<file path="src/kotku_defines.svh">
`ifndef KOTKU_DEFINES_SVH
`define KOTKU_DEFINES_SVH

// bus geometry
`define KOTKU_DATA_W 16
`define KOTKU_WADR_W 19
`define KOTKU_IRQ_N  8

// vector for irq line 0, line n answers base + n
`define KOTKU_INT_VECTOR_BASE 16'h0008

// unmapped reads float high
`define KOTKU_DEFAULT_DATA 16'hffff

// decode windows over the tagged address {io tag, word address}
// a cycle hits when (addr & mask) == match

// rom, mem 0xf0000 - 0xfffff
`define KOTKU_ROM_HI_MATCH 20'h7_8000
`define KOTKU_ROM_HI_MASK  20'hf_8000

// rom shadow, mem 0xc0000 - 0xcffff
`define KOTKU_ROM_LO_MATCH 20'h6_0000
`define KOTKU_ROM_LO_MASK  20'hf_8000

// com1, io 0x3f8 - 0x3ff
`define KOTKU_UART_MATCH 20'h8_01fc
`define KOTKU_UART_MASK  20'h8_7ffc

// keyboard data and status, io 0x60 and 0x64
// word bit 1 is ignored so both ports land here
`define KOTKU_KEYB_MATCH 20'h8_0030
`define KOTKU_KEYB_MASK  20'h8_7ffd

// ram takes whatever memory is left
`define KOTKU_RAM_MATCH 20'h0_0000
`define KOTKU_RAM_MASK  20'h8_0000

`endif

</file>
<file path="src/kotku_pkg.sv">
`include "kotku_defines.svh"

package kotku_pkg;

  // one bus data word and its byte lanes
  typedef logic [`KOTKU_DATA_W-1:0]   wb_data_t;
  typedef logic [`KOTKU_DATA_W/8-1:0] wb_sel_t;

  // word address as seen by the slaves
  typedef logic [`KOTKU_WADR_W-1:0] wb_wadr_t;

  // tagged cpu address
  // the same 20 bits read as a memory word address or an io port
  typedef union packed {
    struct packed {
      logic     is_io;
      wb_wadr_t wadr;
    } mem;
    struct packed {
      logic        is_io;
      logic [2:0]  rsvd;
      logic [15:0] port;
    } io;
  } bus_addr_u;

  // interrupt lines and the number of one line
  typedef logic [`KOTKU_IRQ_N-1:0]         irq_vec_t;
  typedef logic [$clog2(`KOTKU_IRQ_N)-1:0] iid_t;

endpackage

</file>
<file path="src/wb_slave_switch.sv">
`timescale 1ns/10ps

`include "kotku_defines.svh"

module wb_slave_switch (
  // master side
  input  kotku_pkg::bus_addr_u adr_i,
  input  kotku_pkg::wb_data_t  dat_i,
  input  kotku_pkg::wb_sel_t   sel_i,
  input                        we_i,
  input                        cyc_i,
  input                        stb_i,
  output kotku_pkg::wb_data_t  dat_o,
  output logic                 ack_o,

  // shared slave signals
  output kotku_pkg::wb_wadr_t  s_adr_o,
  output kotku_pkg::wb_data_t  s_dat_o,
  output kotku_pkg::wb_sel_t   s_sel_o,
  output logic                 s_we_o,

  // bios rom
  output logic                 rom_stb_o,
  input                        rom_ack_i,
  input  kotku_pkg::wb_data_t  rom_dat_i,

  // main memory
  output logic                 ram_stb_o,
  input                        ram_ack_i,
  input  kotku_pkg::wb_data_t  ram_dat_i,

  // com1
  output logic                 uart_stb_o,
  input                        uart_ack_i,
  input  kotku_pkg::wb_data_t  uart_dat_i,

  // keyboard controller
  output logic                 keyb_stb_o,
  input                        keyb_ack_i,
  input  kotku_pkg::wb_data_t  keyb_dat_i
);

  logic [`KOTKU_WADR_W:0] mem_key;
  logic [`KOTKU_WADR_W:0] io_key;

  logic hit_rom;
  logic hit_uart;
  logic hit_keyb;
  logic hit_ram;

  logic sel_rom;
  logic sel_uart;
  logic sel_keyb;
  logic sel_ram;

  logic cyc_stb;
  logic ack_sel;

  function automatic logic win_hit(
    input logic [`KOTKU_WADR_W:0] key,
    input logic [`KOTKU_WADR_W:0] match,
    input logic [`KOTKU_WADR_W:0] mask
  );
    return (key & mask) == match;
  endfunction

  // memory view keeps the full word address
  assign mem_key = {adr_i.mem.is_io, adr_i.mem.wadr};
  // io view, bits above the port never take part in a match
  assign io_key  = {adr_i.io.is_io, 3'b000, adr_i.io.port};

  assign hit_rom  = win_hit(mem_key, `KOTKU_ROM_HI_MATCH, `KOTKU_ROM_HI_MASK) |
                    win_hit(mem_key, `KOTKU_ROM_LO_MATCH, `KOTKU_ROM_LO_MASK);
  assign hit_uart = win_hit(io_key, `KOTKU_UART_MATCH, `KOTKU_UART_MASK);
  assign hit_keyb = win_hit(io_key, `KOTKU_KEYB_MATCH, `KOTKU_KEYB_MASK);
  assign hit_ram  = win_hit(mem_key, `KOTKU_RAM_MATCH, `KOTKU_RAM_MASK);

  // rom, uart, keyboard, ram in that order
  assign sel_rom  = hit_rom;
  assign sel_uart = !hit_rom && hit_uart;
  assign sel_keyb = !hit_rom && !hit_uart && hit_keyb;
  assign sel_ram  = !hit_rom && !hit_uart && !hit_keyb && hit_ram;

  assign cyc_stb = cyc_i && stb_i;

  assign rom_stb_o  = cyc_stb && sel_rom;
  assign uart_stb_o = cyc_stb && sel_uart;
  assign keyb_stb_o = cyc_stb && sel_keyb;
  assign ram_stb_o  = cyc_stb && sel_ram;

  // address, data and lanes go to every slave unchanged
  assign s_adr_o = adr_i.mem.wadr;
  assign s_dat_o = dat_i;
  assign s_sel_o = sel_i;
  assign s_we_o  = we_i;

  // reply mux, unmatched cycles answer themselves
  always_comb begin
    if (sel_rom) begin
      ack_sel = rom_ack_i;
      dat_o   = rom_dat_i;
    end else if (sel_uart) begin
      ack_sel = uart_ack_i;
      dat_o   = uart_dat_i;
    end else if (sel_keyb) begin
      ack_sel = keyb_ack_i;
      dat_o   = keyb_dat_i;
    end else if (sel_ram) begin
      ack_sel = ram_ack_i;
      dat_o   = ram_dat_i;
    end else begin
      ack_sel = 1'b1;
      dat_o   = `KOTKU_DEFAULT_DATA;
    end
  end

  assign ack_o = cyc_stb && ack_sel;

endmodule

</file>
<file path="src/simple_pic.sv">
`timescale 1ns/10ps

`include "kotku_defines.svh"

module simple_pic (
  input                       clk,
  input                       rst,

  // raw interrupt lines
  input  kotku_pkg::irq_vec_t irq_i,
  // clears the line reported on iid_o
  input                       ack_i,

  output logic                intr_o,
  output kotku_pkg::iid_t     iid_o
);

  kotku_pkg::irq_vec_t irq_q;
  kotku_pkg::irq_vec_t pending;
  kotku_pkg::irq_vec_t rising;
  kotku_pkg::irq_vec_t clr;

  // line history follows the pins even in reset
  // so a level already high at release is not an edge
  always_ff @(posedge clk) begin
    irq_q <= irq_i;
  end

  assign rising = irq_i & ~irq_q;

  // bit of the line being acknowledged
  assign clr = ack_i ? kotku_pkg::irq_vec_t'(1) << iid_o : '0;

  // a fresh edge beats a clear on the same line
  always_ff @(posedge clk) begin
    if (rst) begin
      pending <= '0;
    end else begin
      pending <= (pending & ~clr) | rising;
    end
  end

  assign intr_o = |pending;

  // lowest numbered pending line wins
  always_comb begin
    iid_o = '0;
    for (int i = `KOTKU_IRQ_N - 1; i >= 0; i--) begin
      if (pending[i]) begin
        iid_o = kotku_pkg::iid_t'(i);
      end
    end
  end

endmodule

</file>
<file path="src/cpu_bus_port.sv">
`timescale 1ns/10ps

`include "kotku_defines.svh"

module cpu_bus_port (
  input                       clk,
  input                       rst,

  // cpu strobes
  input                       m_cyc_i,
  input                       m_stb_i,
  input                       m_inta_i,

  // interrupt controller
  input                       intr_i,
  input  kotku_pkg::iid_t     iid_i,
  output logic                pic_ack_o,

  // switch
  output logic                sw_stb_o,
  input                       sw_ack_i,
  input  kotku_pkg::wb_data_t sw_dat_i,

  // reply to the cpu
  output logic                m_ack_o,
  output kotku_pkg::wb_data_t m_dat_o,
  output logic                m_intr_o
);

  logic                inta_cyc;
  logic                inta_done;
  kotku_pkg::wb_data_t vector;

  assign inta_cyc = m_cyc_i && m_stb_i && m_inta_i;

  // acknowledge reads never reach a slave
  assign sw_stb_o = m_stb_i && !m_inta_i;

  // vector of the line currently reported
  assign vector = `KOTKU_INT_VECTOR_BASE + kotku_pkg::wb_data_t'(iid_i);

  // set once the first ack of an inta cycle is taken
  // holds while the cpu keeps the strobe up on the same cycle
  always_ff @(posedge clk) begin
    if (rst) begin
      inta_done <= 1'b0;
    end else begin
      inta_done <= inta_cyc;
    end
  end

  // one clear per acknowledge cycle
  assign pic_ack_o = inta_cyc && !inta_done;

  // inta answered here in the same cycle, all else from the switch
  always_comb begin
    if (m_inta_i) begin
      m_ack_o = inta_cyc;
      m_dat_o = vector;
    end else begin
      m_ack_o = sw_ack_i;
      m_dat_o = sw_dat_i;
    end
  end

  assign m_intr_o = intr_i;

endmodule

</file>
<file path="src/kotku_bus.sv">
`timescale 1ns/10ps

module kotku_bus (
  input                        clk,
  input                        rst,

  // cpu master
  input  kotku_pkg::bus_addr_u m_adr_i,
  input  kotku_pkg::wb_data_t  m_dat_i,
  output kotku_pkg::wb_data_t  m_dat_o,
  input  kotku_pkg::wb_sel_t   m_sel_i,
  input                        m_we_i,
  input                        m_cyc_i,
  input                        m_stb_i,
  output logic                 m_ack_o,
  input                        m_inta_i,
  output logic                 m_intr_o,

  // interrupt sources
  input  kotku_pkg::irq_vec_t  irq_i,

  // shared slave bus
  output kotku_pkg::wb_wadr_t  s_adr_o,
  output kotku_pkg::wb_data_t  s_dat_o,
  output kotku_pkg::wb_sel_t   s_sel_o,
  output logic                 s_we_o,

  // per slave strobe and reply
  output logic                 rom_stb_o,
  output logic                 ram_stb_o,
  output logic                 uart_stb_o,
  output logic                 keyb_stb_o,
  input                        rom_ack_i,
  input                        ram_ack_i,
  input                        uart_ack_i,
  input                        keyb_ack_i,
  input  kotku_pkg::wb_data_t  rom_dat_i,
  input  kotku_pkg::wb_data_t  ram_dat_i,
  input  kotku_pkg::wb_data_t  uart_dat_i,
  input  kotku_pkg::wb_data_t  keyb_dat_i
);

  // port to switch
  logic                sw_stb;
  logic                sw_ack;
  kotku_pkg::wb_data_t sw_dat;

  // port to pic
  logic                pic_intr;
  logic                pic_ack;
  kotku_pkg::iid_t     pic_iid;

  wb_slave_switch u_switch (
    .adr_i      (m_adr_i),
    .dat_i      (m_dat_i),
    .sel_i      (m_sel_i),
    .we_i       (m_we_i),
    .cyc_i      (m_cyc_i),
    .stb_i      (sw_stb),
    .dat_o      (sw_dat),
    .ack_o      (sw_ack),
    .s_adr_o    (s_adr_o),
    .s_dat_o    (s_dat_o),
    .s_sel_o    (s_sel_o),
    .s_we_o     (s_we_o),
    .rom_stb_o  (rom_stb_o),
    .rom_ack_i  (rom_ack_i),
    .rom_dat_i  (rom_dat_i),
    .ram_stb_o  (ram_stb_o),
    .ram_ack_i  (ram_ack_i),
    .ram_dat_i  (ram_dat_i),
    .uart_stb_o (uart_stb_o),
    .uart_ack_i (uart_ack_i),
    .uart_dat_i (uart_dat_i),
    .keyb_stb_o (keyb_stb_o),
    .keyb_ack_i (keyb_ack_i),
    .keyb_dat_i (keyb_dat_i)
  );

  simple_pic u_pic (
    .clk    (clk),
    .rst    (rst),
    .irq_i  (irq_i),
    .ack_i  (pic_ack),
    .intr_o (pic_intr),
    .iid_o  (pic_iid)
  );

  cpu_bus_port u_port (
    .clk       (clk),
    .rst       (rst),
    .m_cyc_i   (m_cyc_i),
    .m_stb_i   (m_stb_i),
    .m_inta_i  (m_inta_i),
    .intr_i    (pic_intr),
    .iid_i     (pic_iid),
    .pic_ack_o (pic_ack),
    .sw_stb_o  (sw_stb),
    .sw_ack_i  (sw_ack),
    .sw_dat_i  (sw_dat),
    .m_ack_o   (m_ack_o),
    .m_dat_o   (m_dat_o),
    .m_intr_o  (m_intr_o)
  );

endmodule

</file>
<file path="config.mk">
export PLATFORM = sky130hd
export DESIGN_NAME = kotku_bus
export DESIGN_NICKNAME = d
export VERILOG_FILES = /design/src/kotku_pkg.sv /design/src/wb_slave_switch.sv /design/src/simple_pic.sv /design/src/cpu_bus_port.sv /design/src/kotku_bus.sv
export VERILOG_INCLUDE_DIRS = /design/src /design/src/src
export SDC_FILE = /design/constraint.sdc
export NUM_CORES = 1
export LEC_CHECK = 0
export BUFFER_PORTS_ARGS = -buffer_cell sky130_fd_sc_hd__buf_2
export CAP_MARGIN = 0
export CORE_MARGIN = 4
export CORE_UTILIZATION = 34
export DETAILED_ROUTE_END_ITERATION = 8
export GPL_TIMING_DRIVEN = 0
export PLACE_DENSITY_LB_ADDON = 0.05
export SLEW_MARGIN = 5
export SYNTH_ARGS = -nofsm -noshare
export SYNTH_HDL_FRONTEND = slang
export SYNTH_SLANG_ARGS = --single-unit
</file>
<file path="constraint.sdc">
create_clock -name clk -period 2.65 [get_ports clk]
set_input_delay 0.53 -clock clk [delete_from_list [all_inputs] [get_ports clk]]
set_output_delay 0.53 -clock clk [all_outputs]
set_load 0.01 [all_outputs]
</file>
After elaboration in Yosys (flattened, before gate mapping)
Index checks and enable logic that the tools add are counted.
{"block": "totals", "out_inout_bits": 60, "reg_bits": 17}
{"block": "classes", "eq_ne": 4, "muxes": 19, "bitwise_logic": 6, "n_shift": 1, "reduce_logical": 22, "n_addsub": 1}
{"cell": "2-to-1 mux 16 bit", "n": 5}
{"cell": "2-to-1 mux 3 bit", "n": 8}
{"cell": "zero test 20 bit", "n": 1}
{"cell": "bitwise AND 8 bit", "n": 2}
{"cell": "NOT 8 bit", "n": 2}
{"cell": "== test 15 bit, second input constant", "n": 1}
{"cell": "logical AND 1 bit", "n": 15}
{"cell": "== test 14 bit, second input constant", "n": 1}
{"cell": "== test 5 x 4 -> 1 bit, second input constant", "n": 2}
{"cell": "2-to-1 mux 8 bit", "n": 1}
{"cell": "OR 8 bit", "n": 1}
{"cell": "OR reduction 8 bit", "n": 1}
{"cell": "<< shifter 1 x 3 -> 8 bit, first input constant", "n": 1}
{"cell": "adder 4 x 3 -> 5 bit, first input constant", "n": 1}
{"cell": "zero test 1 bit", "n": 5}
{"cell": "2-to-1 mux 1 bit", "n": 5}
{"cell": "OR 1 bit", "n": 1}

Logic depth before layout (Yosys ltp)
{"block": "logic_depth", "ltp_word": 13, "mapped_depth": 7, "ltp_nobuf": 5}

Cells and area by module
Synthesis repeated with hierarchy kept, for this count alone.
{"block": "unflattened", "cells_unflattened": 218, "hier_area_um2": 1744.2}
{"module": "wb_slave_switch", "area_each_um2": 984.7, "seq_area_each_um2": 0.0, "instances": 1, "cells_each": 134}
{"module": "simple_pic", "area_each_um2": 563.0, "seq_area_each_um2": 320.3, "instances": 1, "cells_each": 58}
{"module": "cpu_bus_port", "area_each_um2": 196.4, "seq_area_each_um2": 20.0, "instances": 1, "cells_each": 26}

Least setup slack after synthesis
No wires, ideal clock.
{"block": "synth_path", "path_type": "input-to-output", "start": "input port m_adr_i[9] (netlist bit)", "end": "output port m_dat_o[1]", "t_arrival_ps": 1830, "slack_ps": 290, "stages": 5, "required_ps": 2120, "n_path_buf": 0, "path_cell_list": "or4_4 nor4_4 and2_1 a221oi_1 a22oi_2"}
{"block": "synth_between", "elab_chain_cells": 10, "word_cells_on_any_way": 14}
{"item": "start: declaration", "line": "kotku_bus.sv:8", "source": "input kotku_pkg::bus_addr_u m_adr_i,"}
{"item": "== test 14 bit", "line": "wb_slave_switch.sv:64", "source": "return (key & mask) == match;"}
{"item": "zero test 1 bit", "line": "wb_slave_switch.sv:81, wb_slave_switch.sv:82"}
{"item": "logical AND 1 bit", "line": "wb_slave_switch.sv:81, wb_slave_switch.sv:82"}
{"item": "logical AND 1 bit (2 in a row)", "line": "wb_slave_switch.sv:82", "source": "assign sel_ram = !hit_rom && !hit_uart && !hit_keyb && hit_ram;"}
{"item": "2-to-1 mux 16 bit", "line": "wb_slave_switch.sv:108", "source": "end else if (sel_ram) begin"}
{"item": "2-to-1 mux 16 bit", "line": "wb_slave_switch.sv:105", "source": "end else if (sel_keyb) begin"}
{"item": "2-to-1 mux 16 bit (*)", "line": "wb_slave_switch.sv:102", "source": "end else if (sel_uart) begin"}
{"item": "2-to-1 mux 16 bit (*)", "line": "wb_slave_switch.sv:99", "source": "if (sel_rom) begin"}
{"item": "2-to-1 mux 16 bit (*)", "line": "cpu_bus_port.sv:57", "source": "if (m_inta_i) begin"}
{"item": "end: declaration", "line": "kotku_bus.sv:10", "source": "output kotku_pkg::wb_data_t m_dat_o,"}
Mark *: on every way between the ends. The rest lies on a longest branch, timed or not.

Worst setup path after layout
{"block": "layout_path", "start": "input port m_adr_i[13] (netlist bit)", "end": "output port m_dat_o[11]"}
Same word-level chain as after synthesis.

==> key figures <==
Status
  – Status: completed

Worst setup path
  – Reg2reg setup slack: around 0.82 ns
  – Reg-to-Reg Start: u_pic.pending[2]$_SDFF_PP0_
  – Worst Path Class, Setup: in -> out
  – Buf+Inv Stages, Crit Path: 3
  – Element type at the critical path start: primary input
  – Slowest stage cell on the critical path: or4_4
  – Worst Path Max Fanout: 10
  – CP required: around 2.1 ns
  – Worst r2r dst: u_pic.pending[7]$_SDFF_PP0_
  – CP cell instances: buf_6 > or4_4 > nor2_2 > nand4_2 > buf_6 > o22ai_1 > nor3_1 > buf_2
  – Cell mode on critical path: buf_6
  – Critical path endpoint category: output port
  – Worst stage delay on the critical path: ~0.56 ns
  – Worst endpoint data arrival time: around 2.1 ns
  – Crit-path leading delay family: simple AND/OR/NAND/NOR gates
  – Reg2Reg Depth: 6

Place
  – Placed Instances: ~420
  – DPL Wire Length: just over 5 mm
  – Port Buffers: 158
  – GP Congestion: a little over 0.8
  – Post-DP Area: roughly 0.0024 mm2

Timing
  – Hold Vio Cnt, Final: 0
  – Worst-Margin Slew: 0.758 ns
  – Period utilization: 0.992
  – # setup viols final: 0
  – Peak Freq: ~380 MHz
  – Tmin final: 2.63 ns
  – Fin. max-slew vios: 0
  – Slew margin rel.: 0.488
  – Worst-case clock skew: 0.00573 ns
  – RSZ-0062 raised after global routing: true
  – Setup TNS: 0 ns

Pwr
  – Sw Ratio: 0.309
  – Clock power share: 0.236
  – Sequential power share: 0.352
  – Max VDD drop: approximately 0.23 mV
  – Pwr Density: 314 mW/mm2
  – P_int: between 500 and 600 uW
  – Pleak: 0.00130 uW
  – Comb pwr share: 0.412
  – Psw: about 250 uW

GRT
  – GRT overflow: 0
  – GRT Overall Usage: 0.193
  – Vias in the first global route: around 2000
  – Initial antenna violation count: 0
  – Global-route wire length before repair: about 8.7 mm
  – Largest net degree at the start of global routing: 11

Routing
  – Drt total wl: 6.10 mm
  – Post-route DRC: 0
  – Detailed-route via count: 2092
  – Antenna Nets Post-Route: 0
  – Via/cell ratio: slightly below 5
  – WL/cell: about 14 um
  – Drt first pass iters: 4
  – Number of DRC markers in iteration 0: 67

Final layout
  – P&R area growth vs syn: 64.2%
  – Fin area: roughly 0.0026 mm2
  – Nets@finish: a little under 500
  – Antenna Cells: 0
  – Final cell count without fillers: between 400 and 500
  – Layout filler cell count: roughly 440
  – Share of cells above drive strength 1: 0.613

Synth
  – FFs w/ async S/R, synth: 0
  – Synth Cell Area: about 0.0016 mm2
  – Synth warnings: 0
  – Sequential share of the synthesized area: 0.219
  – EDFF count, synth: 0
  – Syn_area_per_cell: between 7 and 8 um2
  – Synth area leaders: dfxtp_1 22%, buf_4 19%, o21ai_0 6.8%
  – Yosys cell types: 39
  – Main flop type after synthesis: dfxtp_1
  – Post-synth top area cell: dfxtp_1
  – Syn_nets: 328
  – Yosys reg bits: 17
  – Cells after Synth: approximately 210
  – Post-synth top cells: 39 x buf_4, 21 x o21ai_0, 17 x dfxtp_1, 14 x nor2_1, 14 x o22ai_1
  – Most common cell in the netlist: buf_4
  – Yosys top cell area share: 0.219

CTS
  – Clk buf depth: 2
  – Worst skew pair latency: ~0.25 ns
  – Root Buffer: clkbuf_8
  – Clock transition at path regs: 0.07 ns
  – H-Tree Level Count: 1
  – Inserted Clock Buffers: 3
  – CTS Sinks: 17
  – CTS tree: built

Die
  – FP Rows: 24
  – Die H: 75.6 um
  – Initial Util: 0.354
  – Die ar.: about 0.0057 mm2
  – # IOs: 180
  – Core ar.: 0.00438 mm2
  – Die Width: approximately 76 um

Min path
  – Worst Hold Path EP: u_pic.irq_q[0]$_DFF_P_
  – Min-Delay Path Depth: 1
  – Hold Crit Class: in -> reg
  – Hold Startpoint: irq_i[0]

Flow run
  – Max cap viols: 0
## repair_timing
action                                  CTS  global route
gates resized for setup                   7            10
buffers inserted                          3             0
hold buffers                              0             0
gates cloned                              0             0
endpoints found under the setup margin   13            18
pin swaps                                 7             6
## logic make-up (layout without fill, tap and decap cells)
| logic type | count (synthesis) | in the layout | share of synthesized area |
|---|---|---|---|
| AO/OA/AOI/OAI | 64 | 64 | 0.258 |
| XOR/XNOR | 1 | 1 | 0.00564 |
| buffers and inverters | 52 | 216 | 0.227 |
| flip-flops | 17 | 17 | 0.219 |
| AND/OR/NAND/NOR | 74 | 74 | 0.291 |
## per-stage QoR
| step | setup WS (ns) | util | total power [uW] | hold WS (ns) |
|---|---|---|---|---|
| global placement | -0.169 | 0.550 | 606 | 0.470 |
| CTS | -0.103 | 0.573 | 802 | 0.387 |
| detailed placement | -0.170 | 0.550 | 609 | 0.476 |
| finish | 0.0218 | 0.582 | 802 | 0.389 |
| floorplan | 0.290 | - | 456 | 0.462 |
| global route | -0.0832 | 0.582 | 856 | 0.381 |
## how the worst max path moves through the flow
stage	start	end	slack (ns)	cells after the start
6_report	m_adr_i[13]	m_dat_o[11]	0.02	8
5_1_grt	m_adr_i[13]	m_dat_o[9]	-0.08	8
4_1_cts	m_adr_i[13]	m_dat_o[0]	-0.10	7
3_5_place_dp	m_adr_i[9]	m_dat_o[0]	-0.17	7
3_3_place_gp	m_adr_i[9]	m_dat_o[0]	-0.17	7
2_1_floorplan	m_adr_i[9]	m_dat_o[1]	0.29	5
## layer usage
metal | global-route usage | vias up | wire length (um)
met2 | 0.332 | 126 | 2900
li1 | - | 1063 | -
met1 | 0.250 | 903 | 2480
met3 | 0.0554 | 0 | 720
met5 | 0 | - | 0
met4 | 0.0175 | 0 | 0
## layout make-up
class | count | area [um2] | area share
multi-input combinational | 139 | 925 | 0.362
timing repair buffer | 161 | 820 | 0.321
buffer | 48 | 344 | 0.135
sequential | 17 | 340 | 0.133
tap | 52 | 65.1 | 0.0255
clock buffer | 3 | 41.3 | 0.0162
inverter | 3 | 11.3 | 0.00441
clock inverter | 1 | 5.00 | 0.00196
## sequential cells by signal (all words and copies together), names as in the netlist
name              count
u_pic.irq_q           8
u_pic.pending         8
u_port.inta_done      1
## layout by cell type (no fill, tap or decap), types with 2 or more instances in the layout
cell type	n
buf_2	158
buf_4	44
o21ai_0	21
dfxtp_1	17
o22ai_1	14
or3_1	13
nor2_1	13
nor3_1	13
a21oi_1	11
nand2b_1	7
clkbuf_1	4
nand2_1	4
nand3_1	4
or2_2	3
o211ai_1	3
o31ai_1	3
inv_1	3
clkbuf_8	3
nand3_2	2
buf_6	2
nor4_4	2
a221oi_4	2
a22oi_2	2
nor2b_1	2
## power groups by stage
| stage | Combinational [uW] | Clock, uW | Sequential, uW |
|---|---|---|---|
| 2_1_floorplan | 171 | 0 | 285 |
| 5_1_grt | 368 | 203 | 284 |
| 4_1_cts | 329 | 191 | 282 |
| 3_3_place_gp | 319 | 0 | 288 |
| 6_report | 331 | 189 | 282 |
| 3_5_place_dp | 321 | 0 | 288 |
Power figures use the tool's default switching activity.
